**src/source/conv_schedule_pkg.sv**
```systemverilog
package conv_schedule_pkg;

	// ----------------------------------------------------------
	// Cycle counter
	// ----------------------------------------------------------

	localparam int count_width = 8;

	typedef logic [count_width-1:0] count_t;

	// ----------------------------------------------------------
	// Schedule, in counter values
	// ----------------------------------------------------------

	// Drain window after pass one
	localparam count_t pass_one_mode_first = 8'd16;
	localparam count_t pass_one_mode_last = 8'd20;

	// Drain window after pass two
	localparam count_t pass_two_mode_first = 8'd28;
	localparam count_t pass_two_mode_last = 8'd31;

	// Wipes the array once the pass-one sums have left it
	localparam count_t clear_cycle = 8'd20;

	// From here on the feeder serves the pass-two streams
	localparam count_t pass_select_cycle = 8'd16;

	// Diagonal taps hold o00, o01 and o10
	localparam count_t capture_one_cycle = 8'd19;

	// Diagonal taps hold the three parts of o11
	localparam count_t capture_two_cycle = 8'd31;

	// Counter stops here, done follows one cycle later
	localparam count_t run_length = 8'd32;

endpackage

```
**src/source/conv_sequencer.sv**
```systemverilog
`timescale 1ns/10ps

module conv_sequencer (
	input  logic                      clk_in,
	input  logic                      arst_n,
	output conv_schedule_pkg::count_t count,
	output logic                      mode,
	output logic                      clear,
	output logic                      capture_one,
	output logic                      capture_two,
	output logic                      done
);

	logic mode_next;
	logic at_end;

	// Either drain window
	assign mode_next =
		(count >= conv_schedule_pkg::pass_one_mode_first &&
		 count <= conv_schedule_pkg::pass_one_mode_last) ||
		(count >= conv_schedule_pkg::pass_two_mode_first &&
		 count <= conv_schedule_pkg::pass_two_mode_last);

	assign at_end = (count == conv_schedule_pkg::run_length);

	// ----------------------------------------------------------
	// Counter and registered strobes
	// ----------------------------------------------------------

	// Every decode goes through a flop so the array sees clean levels
	always_ff @(posedge clk_in or negedge arst_n) begin
		if (!arst_n) begin
			count       <= '0;
			mode        <= 1'b0;
			clear       <= 1'b0;
			capture_one <= 1'b0;
			capture_two <= 1'b0;
			done        <= 1'b0;
		end else if (!done) begin
			if (!at_end) begin
				count <= count + conv_schedule_pkg::count_t'(1);
			end
			mode        <= mode_next;
			clear       <= (count == conv_schedule_pkg::clear_cycle);
			capture_one <= (count == conv_schedule_pkg::capture_one_cycle);
			capture_two <= (count == conv_schedule_pkg::capture_two_cycle);
			// Sticky once set, since the whole block stops with it
			done        <= at_end;
		end
	end

endmodule

```
**config.mk**
```make
export PLATFORM = sky130hd
export DESIGN_NAME = conv_sequencer
export DESIGN_NICKNAME = d
export VERILOG_FILES = /design/src/source/conv_schedule_pkg.sv /design/src/source/conv_sequencer.sv
export SDC_FILE = /design/constraint.sdc
export NUM_CORES = 1
export LEC_CHECK = 0
export BUFFER_PORTS_ARGS = -buffer_cell sky130_fd_sc_hd__buf_2
export CELL_PAD_IN_SITES_DETAIL_PLACEMENT = 0
export CELL_PAD_IN_SITES_GLOBAL_PLACEMENT = 1
export CORE_MARGIN = 1
export CORE_UTILIZATION = 35
export CTS_BUF_LIST = sky130_fd_sc_hd__clkbuf_8 sky130_fd_sc_hd__clkbuf_16
export CTS_CLUSTER_DIAMETER = 80
export DETAILED_ROUTE_END_ITERATION = 10
export GPL_TIMING_DRIVEN = 0
export HOLD_SLACK_MARGIN = 0.15
export PLACE_DENSITY = 0.8
export SLEW_MARGIN = 5
export SYNTH_ARGS = -nofsm -noshare
export SYNTH_HDL_FRONTEND = slang
export SYNTH_SLANG_ARGS = --single-unit
```
**constraint.sdc**
```tcl
create_clock -name clk_in -period 1.4 [get_ports clk_in]
set_input_delay 0.21 -clock clk_in [delete_from_list [all_inputs] [get_ports clk_in]]
set_output_delay 0.21 -clock clk_in [all_outputs]
set_load 0.01 [all_outputs]
```
After elaboration in Yosys (flattened, before gate mapping)
Index checks and enable logic that the tools add are counted.
{"block": "classes", "reduce_logical": 4, "n_eq_ne": 4, "bitwise_logic": 2, "n_mux": 1, "add_sub_neg": 1, "magnitude_cmp": 4}
{"cell": "== test 8 x 5 -> 1 bit, second input constant", "n": 3}
{"cell": ">= comparator 8 x 5 -> 1 bit, second input constant", "n": 2}
{"cell": "<= comparator 8 x 5 -> 1 bit, second input constant", "n": 2}
{"cell": "adder 8 x 1 -> 8 bit, second input constant", "n": 1}
{"cell": "== test 8 x 6 -> 1 bit, second input constant", "n": 1}
{"cell": "logical AND 1 bit", "n": 2}
{"cell": "NOT 1 bit", "n": 2}
{"cell": "AND reduction 2 bit", "n": 1}
{"cell": "logical OR 1 bit", "n": 1}
{"cell": "two-way mux 1 bit", "n": 1}
{"block": "word_totals", "word_cells": 22, "reg_bits": 13}

Logic depth before layout (Yosys ltp)
{"block": "logic_depth", "depth_word": 3, "mapped_depth": 4}

Worst setup path after synthesis
OpenSTA, ideal clock, no wires.
{"block": "synth_timing", "path_type": "reg-to-reg", "from": "register count[3]", "to": "register count[1]", "arrival_ns": 1.320, "setup_time_ns": 0.125, "stages_incl_launch_ff": 4, "synth_period_minus_slack_ns": 1.445, "path_slack_ns": -0.045, "path_cell_list": "dfrtp_1 > nor4_4 > a41oi_2 > mux2_4"}
{"block": "synth_between", "elab_chain_cells": 3}
{"item": "from (decl)", "line": "conv_sequencer.sv:6", "rtl": "output conv_schedule_pkg::count_t count,"}
{"item": "from (signal assigned)", "line": "conv_sequencer.sv:41", "rtl": "count <= count + conv_schedule_pkg::count_t'(1);"}
{"item": "== test 8 x 6 -> 1 bit", "line": "conv_sequencer.sv:24", "rtl": "assign at_end = (count == conv_schedule_pkg::run_length);"}
{"item": "NOT 1 bit (no source line)"}
{"item": "AND reduction 2 bit (no source line)"}
Every way passes these cells.
A chain may end at the register's enable or synchronous reset.

Worst setup path in the final report
Ends and elaborated chain as after synthesis.

==> impl_results.md <==
* Failing checks: DRC
* Register area share after synthesis at 0.5231
* Growth of design area from synthesis to finish at 29.78%
* Share of flip-flops with an asynchronous set or reset after synthesis at 1.000
* Endpoint of the worst-slack reg-to-reg timing path: count[1]
* H-tree depth at 1
* CP max FO at 2
* Power dissipated by switching net loads at 0.1434 mW
* Commonest cells in the netlist: 13 x sky130_fd_sc_hd__dfrtp_1, 7 x sky130_fd_sc_hd__nand2_1, 6 x sky130_fd_sc_hd__xnor2_1
* Clock network power share at 0.462
* Final cell count without fillers at 93
* Initial Util at 0.3944
* Unique masters post-synth at 22
* Clock insertion delay at the later pin of the skew report at 0.24 ns
* GR Util All Layers at 0.1559
* Mapped Cells at 54
* Worst reg2reg startpoint: count[3]
* Die width at 44.15 um
* Die area at 1949 sq um
* Average detailed-routed wire length per instance at 13.70 um
* Worst min path class: input pin to async pin
* Most repeated cell in the gate-level netlist after synthesis: sky130_fd_sc_hd__dfrtp_1
* Max Buffers Root-to-Sink at 2
* Most heavily used metal layer in global routing: met2
* Dominant cell type by area after synthesis: sky130_fd_sc_hd__dfrtp_1
* Number of nets in the final layout at 82
* Cells taking the most area after synthesis: sky130_fd_sc_hd__dfrtp_1 52%, sky130_fd_sc_hd__xnor2_1 8.5%, sky130_fd_sc_hd__nand2_1 4.2%
* Design Power at 0.7185 mW
* Worst supply voltage drop on vdd at 0.6209 mV
* Pin count of the biggest net entering global routing at 14
* PnR worst setup slack at 0.03446 ns
* Switching part of the total at 0.1995
* Startpoint class of the critical path: flip-flop
* DP Worst Slack at -0.07948 ns
* Number of maximum-capacitance violations at 0
* Met3 capacity usage during global routing at 0.03673
* Post-DR vias/cell at 5.344
* Clock period minus final worst setup slack at 1.366 ns
* Slew of the pin with the lowest slew margin at 0.4125 ns
* Netlist area before placement at 621.8 sq um
* Final Cycle Share at 0.9754
* Via count at 497
* Detailed-placement wirelength estimate at 855.1 um
* Highest clock rate at 732.3 MHz
* Avg Cell Area, Syn at 11.52 sq um
* Met1 capacity usage during global routing at 0.2185
* Standby leakage power at 0.3715 nW
* Die extent in y at 44.15 um
* GPL Wtd Cong at 0.7413
* Overall overflow remaining after global route at 0
* TritonCTS clock tree: built
* Critical path arrival at 1.49 ns
* Number of global-route vias before repair at 469
* Core region area at 1577 sq um
* Antenna diode count at 0
* Main synth FF type: sky130_fd_sc_hd__dfrtp_1
* I/O pin cnt at 15
* Violation count after the first detailed-route iteration at 8
* Placed Cells incl. Taps at 84
* Outcome: finished with violations
* Clock edge transition at the registers on the reported setup and hold paths at 0.06 ns
* Sinks on the clock net at 13
* Power per cell area at 890.4 nW/um^2
* Fraction of synthesized cell area taken by the top area cell type at 0.5231
* Worst Clk Skew at 0.001151 ns
* Yosys warnings at 0
* Placement Rows at 14
* Total setup violations reported at the end of the flow at 0
* Number of antenna violations at the first check in global routing at 0
* Global routing met2 resource utilization at 0.2353
* Worst slew margin relative to its limit at 0.7250
* DR DRC count at 2
* Worst Reg-to-Reg Cells at 3
* Final count of pins violating max slew at 0
* Worst EP required at 1.53 ns
* CTS Root Buffer Type: sky130_fd_sc_hd__clkbuf_8
* Critical Path Sink Type: flip-flop
* FF+latch count, synth at 13
* Sequential share of power at 0.523
* Relative contribution of combinational cells to total power at 0.015
* Worst setup path category: flip-flop to flip-flop
* TritonRoute pass-1 iters at 7
* Fraction of the core area covered by cells at the end of the flow at 0.5119
* Hold Violations, Final at 0
* Total wire length after detailed routing at 1274 um
* Fraction of layout cells with a size suffix above 1 at 0.4026
* Unrepaired setup endpoints after global routing: yes
* DRT antenna net count at 0
* Register-to-register setup slack at 0.03 ns
* Global-route wire length before repair at 2187 um
* Syn Nets at 58
* Pint at 0.5752 mW
* Count of port buffers added during placement at 14
* Number of buffers created by CTS at 3
* Post-synth EDFFs at 0
-- critical path, cell delays in order (launching register included) --
cell and delay (ns):
sky130_fd_sc_hd__dfrtp_2 0.42, sky130_fd_sc_hd__nor4_4 0.33, sky130_fd_sc_hd__a41oi_2 0.18, sky130_fd_sc_hd__mux2_4 0.32
-- routing by layer --
metal	vias up	share of wire
li1	233	-
met1	242	0.45
met2	20	0.47
met3	2	0.069
met4	0	0.010
met5	-	0
-- power groups by stage --
stage          combinational [mW]  clock (mW)  sequential [mW]
2_1_floorplan        0.0000000860           0            0.383
3_3_place_gp              0.00866           0            0.383
3_5_place_dp              0.00892           0            0.383
4_1_cts                    0.0110       0.342            0.376
5_1_grt                    0.0119       0.355            0.376
6_report                   0.0104       0.332            0.376
-- cells by family after synthesis --
logic type,after synthesis,share of synthesized area
xor+xnor,6,0.08451
buf+inv,5,0.03017
flops,13,0.5231
compound gates,6,0.08652
simple gates,21,0.2113
fa+ha+maj,2,0.04024
mux,1,0.02414
-- worst max-delay path by stage --
stage,slack [ns],end,from
6_report,0.03,count[1],count[3]
3_5_place_dp,-0.08,count[1],count[2]
3_3_place_gp,-0.07,count[1],count[2]
5_1_grt,-0.02,count[1],count[6]
4_1_cts,0.004,count[1],count[6]
2_1_floorplan,0.008,count[1],count[0]
-- layout make-up --
type                    count  area [sq um]
inverters                   4         15.01
plain buffers               1         3.754
well taps                  16         20.02
flip-flops and latches     13         329.1
fillers                   143         769.5
multi-input cells          36         282.8
repair buffers             19         110.1
clock buffers               3         41.29
clock inverters             1         5.005
-- registers in the layout (all words and copies together) (netlist names) --
register	cells
count	8
capture_one	1
capture_two	1
clear	1
done	1
mode	1
-- cell usage in the layout (no fill, tap or decap), drive strengths merged, types with 2 or more instances in the layout --
master	n
nand3	2
nand2	7
nor2b	3
clkbuf	4
ha	2
dfrtp	13
o41ai	2
inv	4
buf	18
xnor2	6
nand2b	2
o21ai	2
-- per-stage QoR --
| stage | area (sq um) | hold slack (ns) | setup TNS, ns |
|---|---|---|---|
| detailed placement | 715.7 | 0.1165 | -0.07948 |
| finish | 807.0 | 0.3921 | 0 |
| CTS | 797.0 | 0.3926 | 0 |
| floorplan | 625.6 | -0.08559 | 0 |
| global route | 807.0 | 0.4187 | -0.02713 |
| global placement | 715.7 | 0.1120 | -0.07273 |
-- timing repair --
action,in CTS,in global routing
hold endpoints to repair,13,0
hold buffers,1,0
gates cloned,0,0
buffers inserted,3,1
setup endpoints to repair,1,6
gates resized for setup,1,1
pin swaps,2,2
Power figures use the tool's default switching activity.
