--- src/source/conv_geometry_pkg.sv ---
package conv_geometry_pkg;

	// ----------------------------------------------------------
	// Grid and word sizes
	// ----------------------------------------------------------

	// Pixels, weights, partial sums and results share one width
	localparam int data_width = 8;

	// Side of the input image
	localparam int image_dim = 4;

	// Side of the filter, and so of the PE array
	localparam int kernel_dim = 3;

	// Side of the valid output map
	localparam int out_dim = image_dim - kernel_dim + 1;

	// ----------------------------------------------------------
	// Data word
	// ----------------------------------------------------------

	// Unsigned, all arithmetic wraps at data_width
	typedef logic [data_width-1:0] pixel_t;

endpackage

--- src/source/conv_schedule_pkg.sv ---
package conv_schedule_pkg;

	// ----------------------------------------------------------
	// Cycle counter
	// ----------------------------------------------------------

	localparam int count_width = 8;

	typedef logic [count_width-1:0] count_t;

	// ----------------------------------------------------------
	// Schedule, in counter values
	// ----------------------------------------------------------

	// Drain window after pass one
	localparam count_t pass_one_mode_first = 8'd16;
	localparam count_t pass_one_mode_last = 8'd20;

	// Drain window after pass two
	localparam count_t pass_two_mode_first = 8'd28;
	localparam count_t pass_two_mode_last = 8'd31;

	// Wipes the array once the pass-one sums have left it
	localparam count_t clear_cycle = 8'd20;

	// From here on the feeder serves the pass-two streams
	localparam count_t pass_select_cycle = 8'd16;

	// Diagonal taps hold o00, o01 and o10
	localparam count_t capture_one_cycle = 8'd19;

	// Diagonal taps hold the three parts of o11
	localparam count_t capture_two_cycle = 8'd31;

	// Counter stops here, done follows one cycle later
	localparam count_t run_length = 8'd32;

endpackage

--- src/source/operand_feeder.sv ---
`timescale 1ns/10ps

module operand_feeder (
	input  logic                      clk_in,
	input  logic                      arst_n,
	input  logic                      done,
	input  conv_schedule_pkg::count_t count,
	input  conv_geometry_pkg::pixel_t image
		[conv_geometry_pkg::image_dim][conv_geometry_pkg::image_dim],
	input  conv_geometry_pkg::pixel_t filter
		[conv_geometry_pkg::kernel_dim][conv_geometry_pkg::kernel_dim],
	output conv_geometry_pkg::pixel_t row_operand [conv_geometry_pkg::kernel_dim],
	output conv_geometry_pkg::pixel_t col_operand [conv_geometry_pkg::kernel_dim]
);

	localparam int kd = conv_geometry_pkg::kernel_dim;
	localparam int od = conv_geometry_pkg::out_dim;

	conv_geometry_pkg::pixel_t row_next [kd];
	conv_geometry_pkg::pixel_t col_next [kd];

	// ----------------------------------------------------------
	// Stream selection
	// ----------------------------------------------------------

	// Pixels and weights both run backwards through the window
	// so each pair still meets unflipped in the diagonal PEs.
	// Slots outside a stream feed zero.
	always_comb begin
		row_next = '{default: '0};
		col_next = '{default: '0};
		if (count < conv_schedule_pkg::pass_select_cycle) begin
			// Pass one: rows carry the o00, o01 and o10 windows
			for (int wy = 0; wy < kd; wy++) begin
				for (int wx = 0; wx < kd; wx++) begin
					if (count == conv_schedule_pkg::count_t'(kd * kd - 1 - (wy * kd + wx))) begin
						for (int r = 0; r < kd; r++) begin
							row_next[r] = image[r / od + wy][r % od + wx];
						end
						for (int c = 0; c < kd; c++) begin
							col_next[c] = filter[wy][wx];
						end
					end
				end
			end
		end else begin
			// Pass two: row r of the o11 window meets filter row r,
			// starting right after the clear
			for (int x = 0; x < kd; x++) begin
				if (count == conv_schedule_pkg::clear_cycle +
						conv_schedule_pkg::count_t'(kd - x)) begin
					for (int r = 0; r < kd; r++) begin
						row_next[r] = image[r + 1][1 + x];
					end
					for (int c = 0; c < kd; c++) begin
						col_next[c] = filter[c][x];
					end
				end
			end
		end
	end

	// ----------------------------------------------------------
	// Operand registers
	// ----------------------------------------------------------

	always_ff @(posedge clk_in or negedge arst_n) begin
		if (!arst_n) begin
			row_operand <= '{default: '0};
			col_operand <= '{default: '0};
		end else if (!done) begin
			row_operand <= row_next;
			col_operand <= col_next;
		end
	end

endmodule

--- config.mk ---
export PLATFORM = sky130hd
export DESIGN_NAME = operand_feeder
export DESIGN_NICKNAME = d
export VERILOG_FILES = /design/src/source/conv_geometry_pkg.sv /design/src/source/conv_schedule_pkg.sv /design/src/source/operand_feeder.sv
export SDC_FILE = /design/constraint.sdc
export NUM_CORES = 1
export LEC_CHECK = 0
export CORE_ASPECT_RATIO = 1.25
export CORE_MARGIN = 2
export CORE_UTILIZATION = 35
export CTS_BUF_LIST = sky130_fd_sc_hd__clkbuf_2 sky130_fd_sc_hd__clkbuf_4 sky130_fd_sc_hd__clkbuf_8
export CTS_CLUSTER_DIAMETER = 60
export DETAILED_ROUTE_END_ITERATION = 10
export DONT_BUFFER_PORTS = 1
export MAX_ROUTING_LAYER = met4
export PLACE_DENSITY_LB_ADDON = 0.12
export SLEW_MARGIN = 10
export SYNTH_ARGS = -nofsm -noshare
export SYNTH_HDL_FRONTEND = slang
export SYNTH_SLANG_ARGS = --single-unit
--- constraint.sdc ---
create_clock -name clk_in -period 0.81 [get_ports clk_in]
set_input_delay 0.0405 -clock clk_in [delete_from_list [all_inputs] [get_ports clk_in]]
set_output_delay 0.0405 -clock clk_in [all_outputs]
set_load 0.01 [all_outputs]
==> After elaboration in Yosys (flattened, before gate mapping) <==
Cells that the tools add are included.
{ "word_totals": {"reg_bits": 48, "out_inout_bits": 48, "word_cells": 45} }
{ "classes": {"n_lt_le_gt_ge": 1, "n_eq_ne": 11, "muxes": 26, "n_reduce_logical": 1} }
{ "op_table": {"columns": ["cell", "n"], "rows": [
  ["$mux W24", 26],
  ["$eq A8 B3 Y1 const B", 4],
  ["$eq A8 B5 Y1 const B", 3],
  ["$eq A8 B2 Y1 const B", 2],
  ["$eq A8 B1 Y1 const B", 1],
  ["$eq A8 B4 Y1 const B", 1],
  ["$logic_not A8 Y1", 1],
  ["$lt A8 B5 Y1 const B", 1]
]} }

==> Logic depth before layout (Yosys ltp) <==
Gate-level depths: netlist of the first run.
{ "logic_depth": {"word_depth": 11, "ltp_mapped": 9, "depth_no_buf": 5} }

==> Least setup slack after synthesis of the first run <==
Ideal clock, no wire load.
{ "synth_timing": {"kind": "input-to-reg", "from": "input port count[1]", "to": "register col_operand[14] in the netlist's numbering", "setup_ns": 0.148, "arrival_time_ns": 1.561, "slack_ns": -0.900, "stages": 7, "path_cell_list": "buf_2 > buf_2 > buf_2 > buf_2 > mux4_2 > a221oi_1 > a32oi_1"} }
{ "synth_between": {"elab_chain_len": 11} }
{ "synth_rtl": {"columns": ["item", "line", "text"], "rows": [
  ["start: declaration", "operand_feeder.sv:7", "input conv_schedule_pkg::count_t count,"],
  ["$eq A8 B4 Y1", "operand_feeder.sv:36", "if (count == conv_schedule_pkg::count_t'(kd * kd - 1 - (wy * kd + wx))) begin"],
  ["$mux W24 (9 in a row)", "operand_feeder.sv:36", null],
  ["$mux W24 (*)", "operand_feeder.sv:32", "if (count < conv_schedule_pkg::pass_select_cycle) begin"],
  ["end signal: assignment", "operand_feeder.sv:73", "col_operand <= col_next;"],
  ["end: declaration", "operand_feeder.sv:13", "output conv_geometry_pkg::pixel_t col_operand [conv_geometry_pkg::kernel_dim]"]
]} }
Mark *: on every way between the ends. The rest lies on a longest branch, timed or not.
A chain may end at the register's enable or synchronous reset.

==> Worst setup path in the final report of the first run <==
{ "layout_timing": {"from": "input port count[4]", "to": "register row_operand[10] in the netlist's numbering"} }
{ "layout_between": {"elab_chain_len": 11} }
{ "layout_rtl": {"columns": ["item", "line", "text"], "rows": [
  ["$eq A8 B4 Y1", "operand_feeder.sv:36", null],
  ["$mux W24 (9 in a row)", "operand_feeder.sv:36", null],
  ["$mux W24 (*)", "operand_feeder.sv:32", null],
  ["end signal: assignment", "operand_feeder.sv:72", "row_operand <= row_next;"],
  ["end: declaration", "operand_feeder.sv:12", "output conv_geometry_pkg::pixel_t row_operand [conv_geometry_pkg::kernel_dim],"]
]} }
Marked as above.

==> metrics.cfg, run 1 <==
[cts]
root_buffer=clkbuf_8
holdBufCountCts=8
clk_pin_slew_ns=0.12
cts.sinks=48
clock_latency_ns=0.34
numCtsBuffers=5
cts_tree=done
clockBufferDepth=2
cts_max_level=2

[finish]
num_antenna_cells=0
final_common_cell=buf_4
fill_cells=1611
synthToLayoutAreaGrowth_pct=40.56
finalNetCount=1098
final_area_sq_um=8030
fin_util_pct=49.97
mostFrequentLayoutCells=111 x buf_4, 68 x a21oi_1, 61 x buf_6
drive_above_1_share_pct=32.77

[floorplanning]
core_sq_um=16070
dieArea_sq_um=17370
fp-row-count=52
die_y_microns=146.8
start_util_pct=35.55
die_w_microns=118.3
pin_count=259

[setup_path]
arrival_ns=1.58
critPathTopFamily=simple AND/OR/NAND/NOR gates
path_buf_inv=1
crit_chain=or4_4 > or3_1 > buf_6 > o21ai_1 > nor2_1 > a2111o_1
slowest_delay_ns=0.56
worstPathRequired_ns=1.04
cp_slowest_cell=or4_4
critPathKind=primary input to flip-flop
critical_path.max_fanout=10
worstSetupStartpointType=primary input
end_kind=flip-flop

[yosys]
synth_area_leaders=dfrtp_1 21%, a21oi_1 6.3%, o21ai_0 6.0%, mux2i_1 4.2%, nand2_1 4.0%
synth_top_area_cell=dfrtp_1
synth_area_per_cell_sq_um=7.419
ys.flop_type=dfrtp_1
async_flop_share_pct=100.0
synth_top_area_share_pct=21.02
yosysSeqAreaShare_pct=21.02
synth-edff-count=0
synth-seq-cells=48
synth_cell_types=71
syn_inst=770
netlist_area_sq_um=5713
syn_nets=981
yosysWarnings=0

[sta]
finalCritPeriodShare_pct=166.1
setup_slack_ns=-0.5353
whs_ns=-0.6291
hold_viol=92
setup_viol=96
max_freq_ghz=0.7433
relSlewSlack_pct=50.82
worst_pin_slew_ns=0.7362
period_needed_ns=1.345
rsz0062_at_grt=true
report.final.slew_viol_count=0
fin_skew_ns=0

[worst_hold_path]
hold_path_class=primary input to async pin

[drt]
ant_nets=0
post_drt_wl_per_cell_microns=27.74
drt_pre_antenna_iters=6
drt_iter0_markers=754
vias=7501
drc=0
via_per_inst=6.794
wl_microns=30620

[grt]
globalRouteTotalUtil_pct=34.80
grt_max_degree=136
grt_pass1_wl_microns=45480
overflow=0
first_global_vias=7790
antenna_found_initial=0

[place]
placed_cell_area_sq_um=7077
portBuffers=0
dp_hpwl_microns=21430
gp_congestion=0.9806

[run_status]
outcome=complete, but fails checks
violations=hold timing, setup timing

[power_and_ir_drop]
p_leak_nw=3.214
powerDensity_nw_per_um2=846.0
ir_drop_mv=0.5860

[run]
maxCapViolations=0

logic make-up (layout without fill, tap and decap cells):
group	after synthesis	in the layout	synth area share, %
compound gates	350	350	41.83
buf+inv	113	231	8.673
simple gates	220	220	19.73
mux	39	39	8.739
flops	48	48	21.02
per-layer routing:
layer	track usage, %	vias up	part of all wire [%]	wire length, microns
met1	38.71	3595	36	10960
met5	-	-	0	0
met3	10.02	130	11	3368
met2	55.55	540	47	14440
li1	-	3236	-	-
met4	20.30	0	6.1	1853
synth_stat cells, drive strengths merged, types with 6 or more instances:
| cell type | instances |
|---|---|
| mux2i | 24 |
| clkbuf | 37 |
| dfrtp | 48 |
| inv | 31 |
| a22oi | 21 |
| o211ai | 24 |
| nor2b | 10 |
| nor3 | 27 |
| buf | 44 |
| o21ai | 75 |
| o221ai | 15 |
| a211oi | 14 |
| a22o | 16 |
| a31oi | 10 |
| nand3 | 27 |
| o22ai | 15 |
| a32oi | 21 |
| a221oi | 8 |
| o2bb2ai | 8 |
| o32ai | 6 |
| o31ai | 6 |
| nand2 | 61 |
| nor2 | 45 |
| a21oi | 72 |
| mux2 | 7 |
| nand2b | 14 |
| and3b | 7 |
| mux4 | 8 |
| and2 | 6 |
path summary, 6_finish.rpt:
path                       cells after the start  slack [ns]       startpoint              end
setup reg to reg                               1       -0.16  row_operand[10]  row_operand[10]
hold / removal                                 0       -0.63           arst_n   row_operand[9]
hold reg to reg                                2        0.52   col_operand[7]   col_operand[7]
setup / recovery                               6       -0.54         count[4]  row_operand[10]
max in group asynchronous                      0        1.34           arst_n  row_operand[11]
min in group clk_in                            1       -0.22             done   col_operand[2]
where the power goes:
part           total [mW]  leakage (nW)  internal [mW]  switching, mW
Sequential           2.63         0.632           2.51          0.115
Combinational        2.14          2.52           1.10           1.04
Clock                2.03        0.0586          0.955           1.08
Total                6.79          3.21           4.57           2.23
area by class of cell:
cell class                      count  area (sq um)  area share [%]
Inverter                           32         120.1           1.496
Sequential cell                    48          1201           14.96
Timing Repair Buffer              191          1821           22.67
Multi-Input combinational cell    609          4507           56.12
Tap cell                          216         270.3           3.366
Clock buffer                        6         76.32          0.9505
Clock inverter                      2         35.03          0.4363
sequential cells by signal (all words and copies together), names as in the netlist:
signal	cells
col_operand	24
row_operand	24
per-stage QoR:
step | setup slack [ns] | setup TNS (ns) | power [mW] | cells
floorplan | -0.8919 | -34.86 | 4.018 | 770
global route | -0.5753 | -29.82 | 7.047 | 1104
CTS | -0.5175 | -26.10 | 6.701 | 1094
global placement | -0.9073 | -39.65 | 4.462 | 1063
detailed placement | -0.9370 | -41.47 | 4.487 | 1063
finish | -0.5353 | -26.44 | 6.793 | 1104
timing repair:
item | 4_1_cts | 5_1_grt
hold endpoints to repair | 95 | 92
buffers inserted | 16 | 10
cloned | 0 | 1
pin swaps | 13 | 13
endpoints found under the setup margin | 96 | 96
resized for setup | 98 | 33
Power figures use the tool's default switching activity.
==> inputs of run 2 (changes only) <==
- CORE_ASPECT_RATIO: 1.25 -> unset
- CTS_CLUSTER_DIAMETER: 60 -> unset
==> run 2 against run 1 <==
Net effect: the run still ends with hold timing, setup timing left; clock power decreased by 20%; die area about the same; clock skew unchanged; cell area decreased by 0.22%; wire length about the same; utilization increased by 0.29 points; first-iteration DRC count increased by 5.2%; fmax increased by 0.19%; via count decreased by 0.97%; critical path depth unchanged; register-to-register slack about the same; setup slack improved by 0.0026 ns; critical path type unchanged.
==> metrics.cfg, run 2 (synthesis results as in run 1) <==
[sta]
period_needed_ns=1.343  ; -0.002557 ns
whs_ns=-0.6180  ; +0.01112 ns
report.final.slew_viol_count=0  ; unchanged
setup_viol=96  ; unchanged
worst_pin_slew_ns=0.7030  ; -0.03316 ns
fin_skew_ns=0  ; unchanged
hold_viol=91  ; -1.1%
setup_slack_ns=-0.5328  ; +0.002557 ns
relSlewSlack_pct=53.03  ; +2.2 points
rsz0062_at_grt=true
max_freq_ghz=0.7447  ; +0.19%
finalCritPeriodShare_pct=165.8  ; -0.32 points

[finish]
mostFrequentLayoutCells=116 x buf_4, 60 x nand2_1, 60 x a21oi_1
final_common_cell=buf_4
final_area_sq_um=8013  ; -0.22%
regArea_sq_um=1201  ; unchanged
finalNetCount=1101  ; +0.27%
drive_above_1_share_pct=32.92  ; +0.15 points
synthToLayoutAreaGrowth_pct=40.25
num_antenna_cells=0  ; unchanged
fill_cells=1636  ; +1.6%
multi_input_comb_area_sq_um=4492  ; -0.33%
top_regs=col_operand: 24 flops, row_operand: 24 flops

[run]
maxCapViolations=0  ; unchanged

[drt]
post_drt_wl_per_cell_microns=27.70  ; -0.15%
via_per_inst=6.716  ; -1.2%
drt_pre_antenna_iters=8  ; +2
vias=7428  ; -0.97%
ant_nets=0  ; unchanged
wl_microns=30630  ; about the same
drc=0  ; unchanged
drt_iter0_markers=793  ; +5.2%

[place]
dp_hpwl_microns=21800  ; +1.7%
placed_cell_area_sq_um=7114  ; +0.53%
portBuffers=0  ; unchanged
gp_congestion=1.003  ; +2.3%
pre_cts_slack_ns=-0.9389  ; -0.001940 ns

[grt]
grt_pass1_wl_microns=45710  ; +0.50%
globalRouteTotalUtil_pct=34.88  ; +0.081 points
grt_max_degree=136  ; unchanged
first_global_vias=7367  ; -5.4%
antenna_found_initial=0  ; unchanged
overflow=0  ; unchanged

[setup_path]
worstPathRequired_ns=1.04  ; about the same
worstSetupStartpointType=primary input
critical_path.max_fanout=5  ; -5
critPathKind=primary input to flip-flop
end_kind=flip-flop
arrival_ns=1.58  ; about the same

[run_status]
outcome=complete, but fails checks
violations=hold timing, setup timing

[floorplanning]
die_y_microns=131.8  ; -10%
pin_count=259  ; unchanged
core_sq_um=15940  ; -0.79%
die_w_microns=131.8  ; +11%
dieArea_sq_um=17360  ; about the same
start_util_pct=35.83  ; +0.28 points
fp-row-count=46  ; -12%

[cts]
clockBufferDepth=2  ; unchanged
root_buffer=clkbuf_8
clock_latency_ns=0.33  ; about the same
clk_pin_slew_ns=0.11  ; about the same
cts_max_level=2  ; unchanged
cts_tree=done
numCtsBuffers=5  ; unchanged
cts.sinks=48  ; unchanged

[power_and_ir_drop]
ir_drop_mv=0.6020  ; +2.7%
powerDensity_nw_per_um2=795.3  ; -6.0%
power_mw=6.373  ; -6.2%
p_leak_nw=3.200  ; -0.43%

[worst_hold_path]
hold_path_class=primary input to async pin

==> run 2: cell count changes in the layout (fill, tap and decap cells not counted), moves of 4 or more <==
cell,before,now
o21ai_1,18,24
buf_4,111,116
nor3_4,11,6
a21oi_1,68,60
buf_6,61,57
a21oi_2,2,11
==> run 2: timing repair <==
item,4_1_cts,5_1_grt
pin swaps,2,31
setup endpoints to repair,96,96
resized for setup,75,53
hold endpoints to repair,95,92
hold buffers,7,1
buffers inserted,18,12
cloned,1,1
==> run 2: worst paths after layout <==
| path | to | startpoint | cells past startpoint | slack (ns) |
|---|---|---|---|---|
| max in group asynchronous | col_operand[19] | arst_n | 0 | 1.31 |
| worst min register to register | row_operand[21] | row_operand[21] | 2 | 0.53 |
| worst max register to register | row_operand[10] | row_operand[10] | 1 | -0.15 |
| min in group clk_in | row_operand[13] | done | 1 | -0.21 |
| worst min-delay path | row_operand[13] | arst_n | 0 | -0.62 |
| worst max-delay path | row_operand[10] | count[6] | 6 | -0.53 |
==> run 2: layer usage <==
metal  vias up  GRT usage [%]  wire length [microns]
met5         -              -                      0
met4         0          9.783                    885
met3        67          9.804                   3413
met2       528          55.67                  14390
met1      3601          43.29                  11940
li1       3232              -                      -
==> run 2: power breakdown <==
| part | leakage, nW | total [mW] | internal, mW | switching (mW) |
|---|---|---|---|---|
| clock | 0.0400 | 1.62 | 0.590 | 1.03 |
| combinational | 2.53 | 2.13 | 1.10 | 1.03 |
| sequential | 0.632 | 2.62 | 2.51 | 0.112 |
==> run 2: through the flow <==
stage | instances | hold WS [ns] | utilization [%] | TNS [ns]
floorplan | 770 | -0.2551 | - | -34.86
global placement | 1063 | -0.2533 | 44.62 | -39.60
detailed placement | 1063 | -0.2536 | 44.62 | -41.29
CTS | 1095 | -0.6312 | 48.56 | -25.55
global route | 1106 | -0.6365 | 50.26 | -29.54
finish | 1106 | -0.6180 | 50.26 | -26.28
==> run 2: cell type report <==
type,instances,area share (%)
timing repair buffer,194,23.06
multi-input combinational,609,56.06
sequential,48,14.99
clock inverter,2,0.1562
clock buffer,5,0.8588
tap,216,3.373
inverter,32,1.499
==> run 2: worst max-delay path, stage by stage <==
cell	delay (ns)
or4_4	0.57
or3_4	0.38
buf_6	0.13
o21ai_2	0.10
nor2_1	0.06
a2111o_1	0.29
