--- config.mk ---
export PLATFORM = sky130hd
export DESIGN_NAME = pe_array
export DESIGN_NICKNAME = d
export VERILOG_FILES = /design/src/source/conv_geometry_pkg.sv /design/src/source/processing_element.sv /design/src/source/pe_array.sv
export SDC_FILE = /design/constraint.sdc
export NUM_CORES = 1
export LEC_CHECK = 0
export BUFFER_PORTS_ARGS = -buffer_cell sky130_fd_sc_hd__buf_2
export CORE_MARGIN = 4
export CORE_UTILIZATION = 30
export CTS_BUF_LIST = sky130_fd_sc_hd__clkbuf_16
export DETAILED_ROUTE_END_ITERATION = 12
export GPL_TIMING_DRIVEN = 0
export HOLD_SLACK_MARGIN = 0.1
export PLACE_DENSITY = 0.49
export SYNTH_ARGS = -nofsm -noshare
export SYNTH_HDL_FRONTEND = slang
export SYNTH_SLANG_ARGS = --single-unit
--- constraint.sdc ---
create_clock -name clk_in -period 10.7 [get_ports clk_in]
set_input_delay 2.14 -clock clk_in [delete_from_list [all_inputs] [get_ports clk_in]]
set_output_delay 2.14 -clock clk_in [all_outputs]
set_load 0.02 [all_outputs]
--- src/source/conv_geometry_pkg.sv ---
package conv_geometry_pkg;

	// ----------------------------------------------------------
	// Grid and word sizes
	// ----------------------------------------------------------

	// Pixels, weights, partial sums and results share one width
	localparam int data_width = 8;

	// Side of the input image
	localparam int image_dim = 4;

	// Side of the filter, and so of the PE array
	localparam int kernel_dim = 3;

	// Side of the valid output map
	localparam int out_dim = image_dim - kernel_dim + 1;

	// ----------------------------------------------------------
	// Data word
	// ----------------------------------------------------------

	// Unsigned, all arithmetic wraps at data_width
	typedef logic [data_width-1:0] pixel_t;

endpackage

--- src/source/processing_element.sv ---
`timescale 1ns/10ps

module processing_element (
	input  logic                      clk_in,
	input  logic                      arst_n,
	input  logic                      done,
	input  logic                      mode,
	input  logic                      clear,
	input  conv_geometry_pkg::pixel_t a_in,
	input  conv_geometry_pkg::pixel_t b_in,
	input  conv_geometry_pkg::pixel_t c_in,
	output conv_geometry_pkg::pixel_t a_out,
	output conv_geometry_pkg::pixel_t b_out,
	output conv_geometry_pkg::pixel_t c_out
);

	conv_geometry_pkg::pixel_t addend;

	// Mode low keeps the sum local, mode high passes sums down the column
	assign addend = mode ? c_in : c_out;

	always_ff @(posedge clk_in or negedge arst_n) begin
		if (!arst_n) begin
			a_out <= '0;
			b_out <= '0;
			c_out <= '0;
		end else if (!done) begin
			if (clear) begin
				a_out <= '0;
				b_out <= '0;
				c_out <= '0;
			end else begin
				a_out <= a_in;
				b_out <= b_in;
				c_out <= addend + a_in * b_in;
			end
		end
	end

endmodule

--- src/source/pe_array.sv ---
`timescale 1ns/10ps

module pe_array (
	input  logic                      clk_in,
	input  logic                      arst_n,
	input  logic                      done,
	input  logic                      mode,
	input  logic                      clear,
	input  conv_geometry_pkg::pixel_t row_operand [conv_geometry_pkg::kernel_dim],
	input  conv_geometry_pkg::pixel_t col_operand [conv_geometry_pkg::kernel_dim],
	output conv_geometry_pkg::pixel_t column_sum [conv_geometry_pkg::kernel_dim]
);

	localparam int kd = conv_geometry_pkg::kernel_dim;

	// Pixels move right, weights and sums move down
	conv_geometry_pkg::pixel_t a_w [kd][kd+1];
	conv_geometry_pkg::pixel_t b_w [kd+1][kd];
	conv_geometry_pkg::pixel_t c_w [kd+1][kd];

	for (genvar r = 0; r < kd; r++) begin : g_row_edge
		assign a_w[r][0] = row_operand[r];
	end

	for (genvar c = 0; c < kd; c++) begin : g_col_edge
		assign b_w[0][c]    = col_operand[c];
		assign c_w[0][c]    = '0;
		assign column_sum[c] = c_w[kd][c];
	end

	for (genvar r = 0; r < kd; r++) begin : g_row
		for (genvar c = 0; c < kd; c++) begin : g_col
			processing_element i_pe (
				.clk_in (clk_in),
				.arst_n (arst_n),
				.done   (done),
				.mode   (mode),
				.clear  (clear),
				.a_in   (a_w[r][c]),
				.b_in   (b_w[r][c]),
				.c_in   (c_w[r][c]),
				.a_out  (a_w[r][c+1]),
				.b_out  (b_w[r+1][c]),
				.c_out  (c_w[r+1][c])
			);
		end
	end

endmodule

; ---- Word-level counts from Yosys, hierarchy flattened
; Cells that the tools add are included.
[totals]
regBits = 168
in_bits = 53
[op_classes]
add_sub_neg = 9
n_mul = 9
mux = 30
[ops]
columns = operator, n
row1 = 8-bit two-way mux, 30
row2 = 8-bit adder, 9
row3 = 8-bit by 8-bit multiplier with 8-bit output, 9

; ---- Longest topological paths before layout
; Gate-level depths: netlist of the first run.
[logic_depth]
word_depth = 3
depth_mapped = 20
ltp_nobuf = 17

; ---- Modules after synthesis
; From an unflattened synthesis of the first run, not the netlist that was laid out.
[unflattened]
hier_cells = 2073
hier_area_um2 = 19538.7
[modules_own_cells]
columns = mod, instances, cells_each, area_per_inst_um2, seq_area_each_um2
row1 = processing_element at g_row[1].g_col[2].i_pe ..., 4, 230, 2183.3, 600.6
row2 = processing_element at g_row[0].g_col[0].i_pe ..., 3, 231, 2170.8, 600.6
row3 = processing_element at g_row[0].g_col[1].i_pe, 1, 231, 2157.1, 600.6
row4 = processing_element at g_row[1].g_col[1].i_pe, 1, 228, 2132.0, 600.6
row5 = pe_array, 1, 1, 3.8, 0.0

; ---- Worst setup path before layout of the first run
; OpenSTA, ideal clock, no wires.
[synth_path]
kind = input -> register
from = input port mode
to = register g_row[1].g_col[0].i_pe.c_out[7]
setup_ps = 121
arrival_ps = 6126
required_time_ps = 10579
setup_slack_ps = 4453
cell_stages = 16
n_path_buf = 3
cell_sequence = buf_2 buf_2 buf_2 mux2i_1 fa_1 fa_1 inv_1 fa_1 inv_1 fa_1 xnor2_1 xnor2_1 xnor3_1 xnor2_1 xnor2_1 a22o_1
[synth_between]
elab_chain_len = 3
[synth_rtl]
columns = item, line_no
row1 = from (decl), pe_array.sv:7  ; input logic mode,
row2 = 8-bit two-way mux, processing_element.sv:20  ; assign addend = mode ? c_in : c_out;
row3 = 8-bit adder, processing_element.sv:35  ; c_out <= addend + a_in * b_in;
row4 = 8-bit two-way mux, processing_element.sv:28  ; if (clear) begin
row5 = to (signal assigned), processing_element.sv:35
row6 = to (decl), processing_element.sv:14  ; output conv_geometry_pkg::pixel_t c_out
; No other way between the ends.
; A chain may end at the register's enable or synchronous reset.

; ---- Final worst setup path of the first run
[layout_path]
from = input port mode
to = register g_row[2].g_col[2].i_pe.c_out[7]
[layout_between]
elab_chain_len = 3
[layout_rtl]
columns = item, line_no
row1 = 8-bit two-way mux, processing_element.sv:20
row2 = 8-bit adder, processing_element.sv:35
row3 = 8-bit two-way mux, processing_element.sv:28
row4 = to (signal assigned), processing_element.sv:35
row5 = to (decl), processing_element.sv:14
; No other way between the ends.

==> impl_metrics.ini, run 1 <==
[critical_path]
r2r-end = g_row[1].g_col[1].i_pe.c_out[7]
crit_path_cell_trace = buf_2 -> buf_2 -> buf_2 -> mux2i_1 -> fa_1 -> fa_1 -> inv_1 -> fa_1 -> inv_1 -> fa_1 -> xnor2_1 -> xnor2_1 -> xnor3_1 -> xnor2_1 -> xnor2_1 -> a22o_1
slowest_delay_ns = 0.53
endpoint_kind = flop
crit-reg2reg-launch = g_row[0].g_col[1].i_pe.b_out[1]
path_delay_family = adder cells
worst_setup_path_start_kind = input pin
crit_fanout = 11
rrSetupSlack_ns = 6.44
cp-endpoint = g_row[2].g_col[2].i_pe.c_out[7]
cp.arrival_ns = 7.24
path_buf_inv = 5
crit_path_top_delay_cell = fa_1
required_ns = 11.04
path_depth = 16
reg2regPathDepth = 14
startpoint = mode
worstSetupPathType = in2reg

[power_and_ir_drop]
p_clk_share_pct = 23.4
swShare_pct = 40.1
power_density_nw_per_um2 = 132
power_switching_uw = 1010
ir_worst_vdd_mv = 0.103
power.internal_uw = 1510
power.share.sequential_pct = 33.8
pwr-share-comb_pct = 42.8
power.static_leakage_uw = 0.00936
finalPower_uw = 2520

[floorplan]
fp.dieW_um = 247
dieHeight_um = 247
floorplan.rows = 87
initial_utilization_pct = 30.4
core_um2 = 56500
ios = 77
dieArea_um2 = 61100

[grt]
grt_max_degree = 92
grt_antenna_before_repair = 1
first_global_vias = 13300
grt_first_pass_wirelength_um = 79800
overflow = 0
grt_usage_pct = 17.2

[drt]
drt-pass1-iter-count = 7
vias = 12700
drc = 0
drt_iter0_markers = 725
wl_per_cell_um = 18.2
antenna_left = 0
vias_per_cell = 4.56
wl_um = 50700

[cells_and_area]
fin_cells = 2777
final_common_cell = nand2_1
final_cell_mix = nand2_1, inv_1, dfrtp_1
nFillCells = 5933
drive_above_1_share_pct = 7.58
register_area_um2 = 4200
finalNetCount = 2374
area_delta_synth_final_pct = 10.9
fin_area_um2 = 19000
multi_input_area_um2 = 11400

[place]
portBuffers = 70
globalplace.congestion = 0.861
dp_slack_ns = 3.36
dp_cells = 2743
post_dp_cell_area_um2 = 18500
hpwl_um = 39800

[clock_tree]
clk_pin_slew_ns = 0.07
ctsHoldBuffers = 0
cts.sinks = 168
cts_max_path_buffers = 2
cts_tree = yes
cts_resized = 0
clk_latency_ns = 0.46
cts_setup_buffers = 0
htree_levels = 4
numCtsBuffers = 17
clockRootBuffer = clkbuf_16

[timing]
finalMaxSlewViolations = 0
period_share_pct = 64.5
setup_viol_count_final = 0
fin_ws_ns = 3.80
relSlewSlack_pct = 5.92
finClkSkew_ns = 0.0127
finalCriticalPeriod_ns = 6.90
finalHoldViolations = 0
rsz0062_at_grt = no
max_freq_mhz = 145
setup_tns_ns = 0
worst_pin_slew_ns = 1.41

[synth]
muxShareOfSynthArea_pct = 2.89
synthXorXnorAreaFrac_pct = 8.46
seq_area_frac_synth_pct = 24.5
yosys.area_share.simple_pct = 17.9
synth-compound-area-share_pct = 6.93
synth_cell_type_count = 28
yosys_warnings = 0
synth-adder-area-share_pct = 30.1
ys.flop_type = dfrtp_1
async_reset_ff_share_pct = 100
yosys_register_bits = 168
syn_nets = 2284
netlist_instances = 1916
synth_edf_count = 0
syn_area_um2 = 17200
synth_area_per_cell_um2 = 8.96
synth_top_family_by_area = adder cells

[status]
status = finished, final reports clean

[min_path]
hold_class = reg2reg

[run]
drv_cap = 0
## sequential cells by signal (all words and copies together), names as in the netlist
| signal | cells |
|---|---|
| g_row.g_col.i_pe.c_out | 72 |
| g_row.g_col.i_pe.a_out | 48 |
| g_row.g_col.i_pe.b_out | 48 |
## Yosys cell counts, drive strengths merged, types with 26 or more instances
| library cell | count | share of area [%] |
|---|---|---|
| dfrtp | 168 | 24 |
| clkbuf | 56 | 1.2 |
| nand2b | 146 | 5.3 |
| nand2 | 366 | 8.0 |
| fa | 162 | 19 |
| inv | 288 | 6.3 |
| ha | 153 | 11 |
| mux2i | 36 | 2.1 |
| xor2 | 26 | 1.3 |
| and2 | 108 | 4.0 |
| xnor2 | 114 | 5.9 |
| o21ai | 140 | 4.1 |
| buf | 49 | 1.8 |
## cell families (layout without fill, tap and decap cells)
kind of cell / Yosys count / after routing
adders and majority gates: 315 / 315
muxes: 48 / 48
buffers and inverters: 393 / 496
AOI/OAI and AO/OA: 208 / 208
DFF: 168 / 168
and+or+nand+nor: 635 / 635
xor gates and xnor gates: 149 / 149
other: 0 / 2
## worst min path at each step
| stage | startpoint | endpoint | slack (ns) | cells after the start |
|---|---|---|---|---|
| after floorplan | g_row[0].g_col[1].i_pe.a_out[7] | g_row[0].g_col[1].i_pe.a_out[7] | 0.46 | 2 |
| after global placement | g_row[2].g_col[1].i_pe.a_out[7] | g_row[2].g_col[1].i_pe.a_out[7] | 0.48 | 2 |
| after detailed placement | g_row[1].g_col[1].i_pe.a_out[7] | g_row[1].g_col[1].i_pe.a_out[7] | 0.48 | 2 |
| after CTS | g_row[1].g_col[1].i_pe.a_out[7] | g_row[1].g_col[1].i_pe.a_out[7] | 0.49 | 2 |
| after global routing | g_row[0].g_col[1].i_pe.a_out[7] | g_row[0].g_col[1].i_pe.a_out[7] | 0.54 | 2 |
| final | g_row[1].g_col[1].i_pe.a_out[7] | g_row[1].g_col[1].i_pe.a_out[7] | 0.49 | 2 |
## cell type report
type,count,area share [%]
Multi-Input combinational cell,1355,59.7
Antenna cell,2,0.0263
Clock inverter,15,0.539
Inverter,288,5.68
Clock buffer,17,2.24
Sequential cell,168,22.1
Tap cell,756,4.97
Buffer,105,2.74
Timing Repair Buffer,71,2.04
## per-stage QoR
stage / util, % / hold slack, ns
5_1_grt: 33.7 / 0.537
4_1_cts: 33.7 / 0.494
6_report: 33.7 / 0.492
3_5_place_dp: 32.7 / 0.478
2_1_floorplan: - / 0.456
3_3_place_gp: 32.7 / 0.476
## worst reg2reg max path, stage by stage (launching register included)
cell	delay, ns
dfrtp_1	0.32
clkbuf_1	0.45
nand2_1	0.14
fa_1	0.49
fa_1	0.51
inv_1	0.05
fa_1	0.53
inv_1	0.05
fa_1	0.41
xnor2_1	0.16
xnor2_1	0.21
xnor3_1	0.35
xnor2_1	0.15
xnor2_1	0.13
a22o_1	0.20
## metal layers
layer / part of all wire [%] / up-vias / track usage [%]
li1: - / 6045 / -
met5: 0 / - / 0
met4: 1.1 / 0 / 2.85
met1: 47 / 6423 / 23.5
met2: 49 / 171 / 29.3
met3: 3.2 / 27 / 2.53
## power groups by stage
stage	sequential (uW)	clock, uW	combinational [uW]
after floorplan	787	0	832
after global placement	866	0	1070
after detailed placement	866	0	1090
after CTS	855	601	1100
after global routing	863	630	1240
final	852	588	1080
Power figures use the tool's default switching activity.
==> run 2: changes to the inputs <==
- PLACE_DENSITY: 0.49 -> 0.5
- clock period: 10.7 -> 5.64 ns (I/O delays scaled with it)
==> impl_metrics.ini, run 2 (same netlist as run 1, synthesis figures left out) <==
[drt]
wl_per_cell_um = 18.3
vias = 12700
vias_per_cell = 4.58
drt_iter0_markers = 739
antenna_left = 0
drt-pass1-iter-count = 5
wl_um = 50600
drc = 0

[critical_path]
startpoint = mode
worstSetupPathType = in2reg
worst_setup_path_start_kind = input pin
cp.arrival_ns = 5.77
crit_fanout = 10
endpoint_kind = flop
required_ns = 5.98
crit-reg2reg-launch = g_row[0].g_col[1].i_pe.b_out[1]

[timing]
max_freq_mhz = 184
relSlewSlack_pct = 7.61
finClkSkew_ns = 0.0138
finalMaxSlewViolations = 0
finalHoldViolations = 0
period_share_pct = 96.2
setup_viol_count_final = 0
finalCriticalPeriod_ns = 5.43
worst_pin_slew_ns = 1.39
rsz0062_at_grt = no

[grt]
first_global_vias = 13400
grt_first_pass_wirelength_um = 79500
grt_max_degree = 91
grt_usage_pct = 17.1
grt_antenna_before_repair = 1
overflow = 0

[cells_and_area]
largest_register_ff_count = 72
final_util_pct = 33.7
regMostFlops = g_row.g_col.i_pe.c_out
fin_area_um2 = 19000
drive_above_1_share_pct = 7.29
final_cell_mix = nand2_1, inv_1, dfrtp_1
final_common_cell = nand2_1
antenna_cells = 0
largestRegisters = g_row.g_col.i_pe.c_out: 72 flops, g_row.g_col.i_pe.a_out: 48 flops, g_row.g_col.i_pe.b_out: 48 flops
finalNetCount = 2374
area_delta_synth_final_pct = 10.9

[power_and_ir_drop]
power.internal_uw = 2890
power_density_nw_per_um2 = 251
power_switching_uw = 1880
p_clk_share_pct = 23.0
swShare_pct = 39.4
power.share.sequential_pct = 34.0
finalPower_uw = 4770
power.static_leakage_uw = 0.00936
ir_worst_vdd_mv = 0.214
pwr-share-comb_pct = 42.9

[min_path]
hold_class = reg2reg
hp-start = g_row[2].g_col[1].i_pe.a_out[7]

[clock_tree]
cts_setup_buffers = 0
cts.sinks = 168
numCtsBuffers = 17
clk_pin_slew_ns = 0.07
clockRootBuffer = clkbuf_16
cts_tree = yes
htree_levels = 4
cts_max_path_buffers = 2
clk_latency_ns = 0.46

[floorplan]
core_um2 = 56500
dieHeight_um = 247
dieArea_um2 = 61100
ios = 77
fp.dieW_um = 247
floorplan.rows = 87
initial_utilization_pct = 30.4

[place]
globalplace.congestion = 0.860
portBuffers = 70
post_dp_cell_area_um2 = 18500
hpwl_um = 39500

[status]
status = finished, final reports clean

[run]
drv_cap = 0
==> run 2: worst max-delay path: stages <==
cell and delay [ns]:
clkbuf_4 0.33, buf_4 0.34, clkbuf_4 0.35, mux2i_1 0.30, fa_1 0.46, fa_1 0.54
inv_1 0.06, fa_1 0.54, inv_1 0.05, fa_1 0.37, xnor2_1 0.15, xnor2_1 0.24
xnor3_1 0.37, xnor2_1 0.22, xnor2_1 0.10, a22o_1 0.19
==> run 2: layout make-up <==
type | instances | area, um2
Fill cell | 5968 | 37500
Multi-Input combinational cell | 1355 | 11400
Sequential cell | 168 | 4200
Inverter | 288 | 1080
Tap cell | 756 | 946
Buffer | 105 | 533
Clock buffer | 17 | 425
Timing Repair Buffer | 71 | 388
Clock inverter | 12 | 91.3
==> run 2: per-stage QoR <==
step | hold slack, ns | worst slack, ns | setup TNS (ns) | std cells
5_1_grt | 0.527 | 0.0202 | 0 | 2772
6_report | 0.498 | 0.212 | 0 | 2772
2_1_floorplan | 0.456 | 0.405 | 0 | 1916
4_1_cts | 0.506 | 0.00817 | 0 | 2772
3_3_place_gp | 0.476 | -0.655 | -6.76 | 2742
3_5_place_dp | 0.490 | -0.646 | -5.93 | 2743
==> run 2: routing by layer <==
metal	vias to the layer above	global-route usage (%)	share of wire [%]
met4	0	3.98	2.1
met3	48	2.36	3.1
li1	6043	-	-
met2	189	28.5	48
met5	-	0	0
met1	6415	23.5	47
==> run 2: repair_timing <==
item / CTS / global route
endpoints found under the setup margin: 7 / 8
pin swaps: 0 / 0
resized for setup: 2 / 3
hold buffers: 0 / 0
==> run 2: final timing paths <==
kind | end | slack, ns | cells past startpoint
min | g_row[2].g_col[1].i_pe.a_out[7] | 0.50 | 2
max in group asynchronous | g_row[0].g_col[0].i_pe.a_out[6] | 4.06 | 2
max reg2reg | g_row[1].g_col[1].i_pe.c_out[7] | 1.34 | 14
min in group asynchronous | g_row[2].g_col[1].i_pe.c_out[5] | 0.68 | 1
min reg2reg | g_row[2].g_col[1].i_pe.a_out[7] | 0.50 | 2
max | g_row[1].g_col[0].i_pe.c_out[7] | 0.21 | 16
==> run 2: power groups by stage <==
stage	Clock [uW]	Sequential (uW)	Combinational, uW
finish	1100	1620	2050
floorplan	0	1490	1580
CTS	1120	1620	2090
global route	1170	1640	2350
global placement	0	1640	2030
detailed placement	0	1650	2070
==> run 3: changes to the inputs <==
- ABC_AREA: not set -> 1
- CAP_MARGIN: not set -> 25
- CTS_CLUSTER_DIAMETER: not set -> 40
==> impl_metrics.ini, run 3 <==
[cells_and_area]
fin_cells = 3380
largest_register_ff_count = 72
final_common_cell = nand2_1
final_cell_mix = nand2_1, inv_1, o21ai_0
drive_above_1_share_pct = 7.68
regMostFlops = g_row.g_col.i_pe.c_out
largestRegisters = g_row.g_col.i_pe.c_out: 72 flops, g_row.g_col.i_pe.a_out: 48 flops, g_row.g_col.i_pe.b_out: 48 flops
finalNetCount = 2960
area_delta_synth_final_pct = 10.9
final_util_pct = 33.7

[synth]
seq_area_frac_synth_pct = 23.4
synth_top_family_by_area = adder cells
synthTopCellsByArea = dfrtp_1, fa_1, nand2_1, inv_1, ha_1
netlist_instances = 2513
synth_common_cells = nand2_1, inv_1, o21ai_0
synth_edf_count = 0
muxShareOfSynthArea_pct = 0.0557
synthXorXnorAreaFrac_pct = 1.56
yosys_warnings = 0
synth_area_per_cell_um2 = 7.15
post-synth-top-count-cell = nand2_1
async_reset_ff_share_pct = 100
syn_area_um2 = 18000
ys.flop_type = dfrtp_1
synth_top_area_share_pct = 23.4
synth-adder-area-share_pct = 28.7
yosys.area.top_type = dfrtp_1
yosys_register_bits = 168
syn_nets = 2881
synth_cell_type_count = 31
synth-compound-area-share_pct = 7.23
yosys.area_share.simple_pct = 22.3

[clock_tree]
cts_max_path_buffers = 2
cts_setup_buffers = 0
cts_tree = yes
numCtsBuffers = 17
ctsHoldBuffers = 0
clockRootBuffer = clkbuf_16
cts.sinks = 168
cts_resized = 0
clk_latency_ns = 0.46
clk_pin_slew_ns = 0.07
htree_levels = 4

[timing]
finClkSkew_ns = 0.0138
finalCriticalPeriod_ns = 5.27
finalMaxSlewViolations = 0
fin_ws_ns = 0.375
relSlewSlack_pct = 27.3
period_share_pct = 93.4
setup_tns_ns = 0
setup_viol_count_final = 0
rsz0062_at_grt = no
finalHoldViolations = 0
max_freq_mhz = 190
worst_pin_slew_ns = 1.09
whs_ns = 0.501

[grt]
overflow = 0
grt_usage_pct = 18.5
grt_first_pass_wirelength_um = 90300
grt_max_degree = 108
first_global_vias = 15600
grt_antenna_before_repair = 2

[critical_path]
endpoint_kind = flop
cp.arrival_ns = 5.65
crit_fanout = 10
worstSetupPathType = in2reg
required_ns = 6.02
rrSetupSlack_ns = 1.36
worst_setup_path_start_kind = input pin

[floorplan]
floorplan.rows = 89
dieHeight_um = 253
initial_utilization_pct = 30.4
core_um2 = 59100
fp.dieW_um = 253
ios = 77
dieArea_um2 = 63900

[power_and_ir_drop]
power.static_leakage_uw = 0.0116
power_density_nw_per_um2 = 252
ir_worst_vdd_mv = 0.235

[place]
dp_cells = 3347
hpwl_um = 46600
portBuffers = 58
dp_slack_ns = -0.397
globalplace.congestion = 0.885

[run]
drv_cap = 0

[drt]
drt-pass1-iter-count = 5
wl_um = 57900
vias_per_cell = 4.60
vias = 15600
antenna_left = 0
drt_iter0_markers = 956
wl_per_cell_um = 17.1
drc = 0

[status]
status = finished, final reports clean

[min_path]
hold_class = reg2reg
[run 3: cell types whose count changed in the layout (fill, tap and decap cells not counted), sizes merged, moves of 35 or more]
cell    before  now
nand2      366  849
inv        292  628
nand2b     146    0
and2       108    0
xnor2      114    9
nand3        0  104
o21ai      140  194
buf        117  154
mux2i       36    1
[run 3: area by class of cell]
| cell class | count | area, um2 |
|---|---|---|
| Antenna cell | 2 | 5.00 |
| Buffer | 125 | 666 |
| Clock buffer | 17 | 425 |
| Clock inverter | 15 | 190 |
| Fill cell | 6334 | 39200 |
| Inverter | 624 | 2340 |
| Multi-Input combinational cell | 1595 | 10800 |
| Sequential cell | 168 | 4200 |
| Tap cell | 773 | 967 |
| Timing Repair Buffer | 61 | 358 |
[run 3: final timing paths]
kind | start | endpoint | cells past startpoint
max | mode | g_row[2].g_col[2].i_pe.c_out[7] | 22
min | g_row[0].g_col[1].i_pe.a_out[7] | g_row[0].g_col[1].i_pe.a_out[7] | 2
max reg2reg | g_row[1].g_col[0].i_pe.c_out[6] | g_row[1].g_col[0].i_pe.c_out[7] | 21
min reg2reg | g_row[0].g_col[1].i_pe.a_out[7] | g_row[0].g_col[1].i_pe.a_out[7] | 2
max in group asynchronous | arst_n | g_row[0].g_col[1].i_pe.a_out[2] | 2
min in group asynchronous | arst_n | g_row[2].g_col[1].i_pe.c_out[7] | 1
[run 3: cell families (layout without fill, tap and decap cells)]
group,count (synthesis),in the layout
flops,168,168
buf+inv,750,842
other cells,0,2
fa+ha+maj,315,315
simple gates,1007,1007
compound gates,240,240
xor+xnor,32,32
mux,1,1
[run 3: where the power goes]
part	internal [uW]	switching, uW	total (uW)
sequential	1370	170	1540
combinational	817	1380	2200
clock	708	580	1290
[run 3: metal layers]
metal / up-vias / wire length [um] / track usage, %
li1: 7553 / - / -
met1: 7587 / 26100 / 25.0
met2: 354 / 27800 / 31.6
met3: 66 / 2480 / 1.68
met4: 0 / 1570 / 5.77
met5: - / 0 / 0
[run 3: stage by stage]
step                power, uW  area, um2
global placement         3720      19200
detailed placement       3770      19300
floorplan                3080      18000
CTS                      5070      19900
finish                   5030      19900
global route             5490      19900
[run 3: worst max-delay path, stage by stage]
cell	delay [ns]
buf_2	0.21
buf_4	0.23
clkbuf_1	0.49
nand2_1	0.12
o21ai_0	0.18
fa_1	0.50
fa_1	0.51
inv_1	0.05
fa_1	0.54
inv_1	0.05
fa_1	0.48
inv_1	0.05
ha_1	0.30
a21oi_1	0.18
nand3_1	0.09
nand2_1	0.11
inv_1	0.05
nand3_1	0.07
nand2_1	0.07
nand2_1	0.06
nand2_1	0.04
o21bai_1	0.14
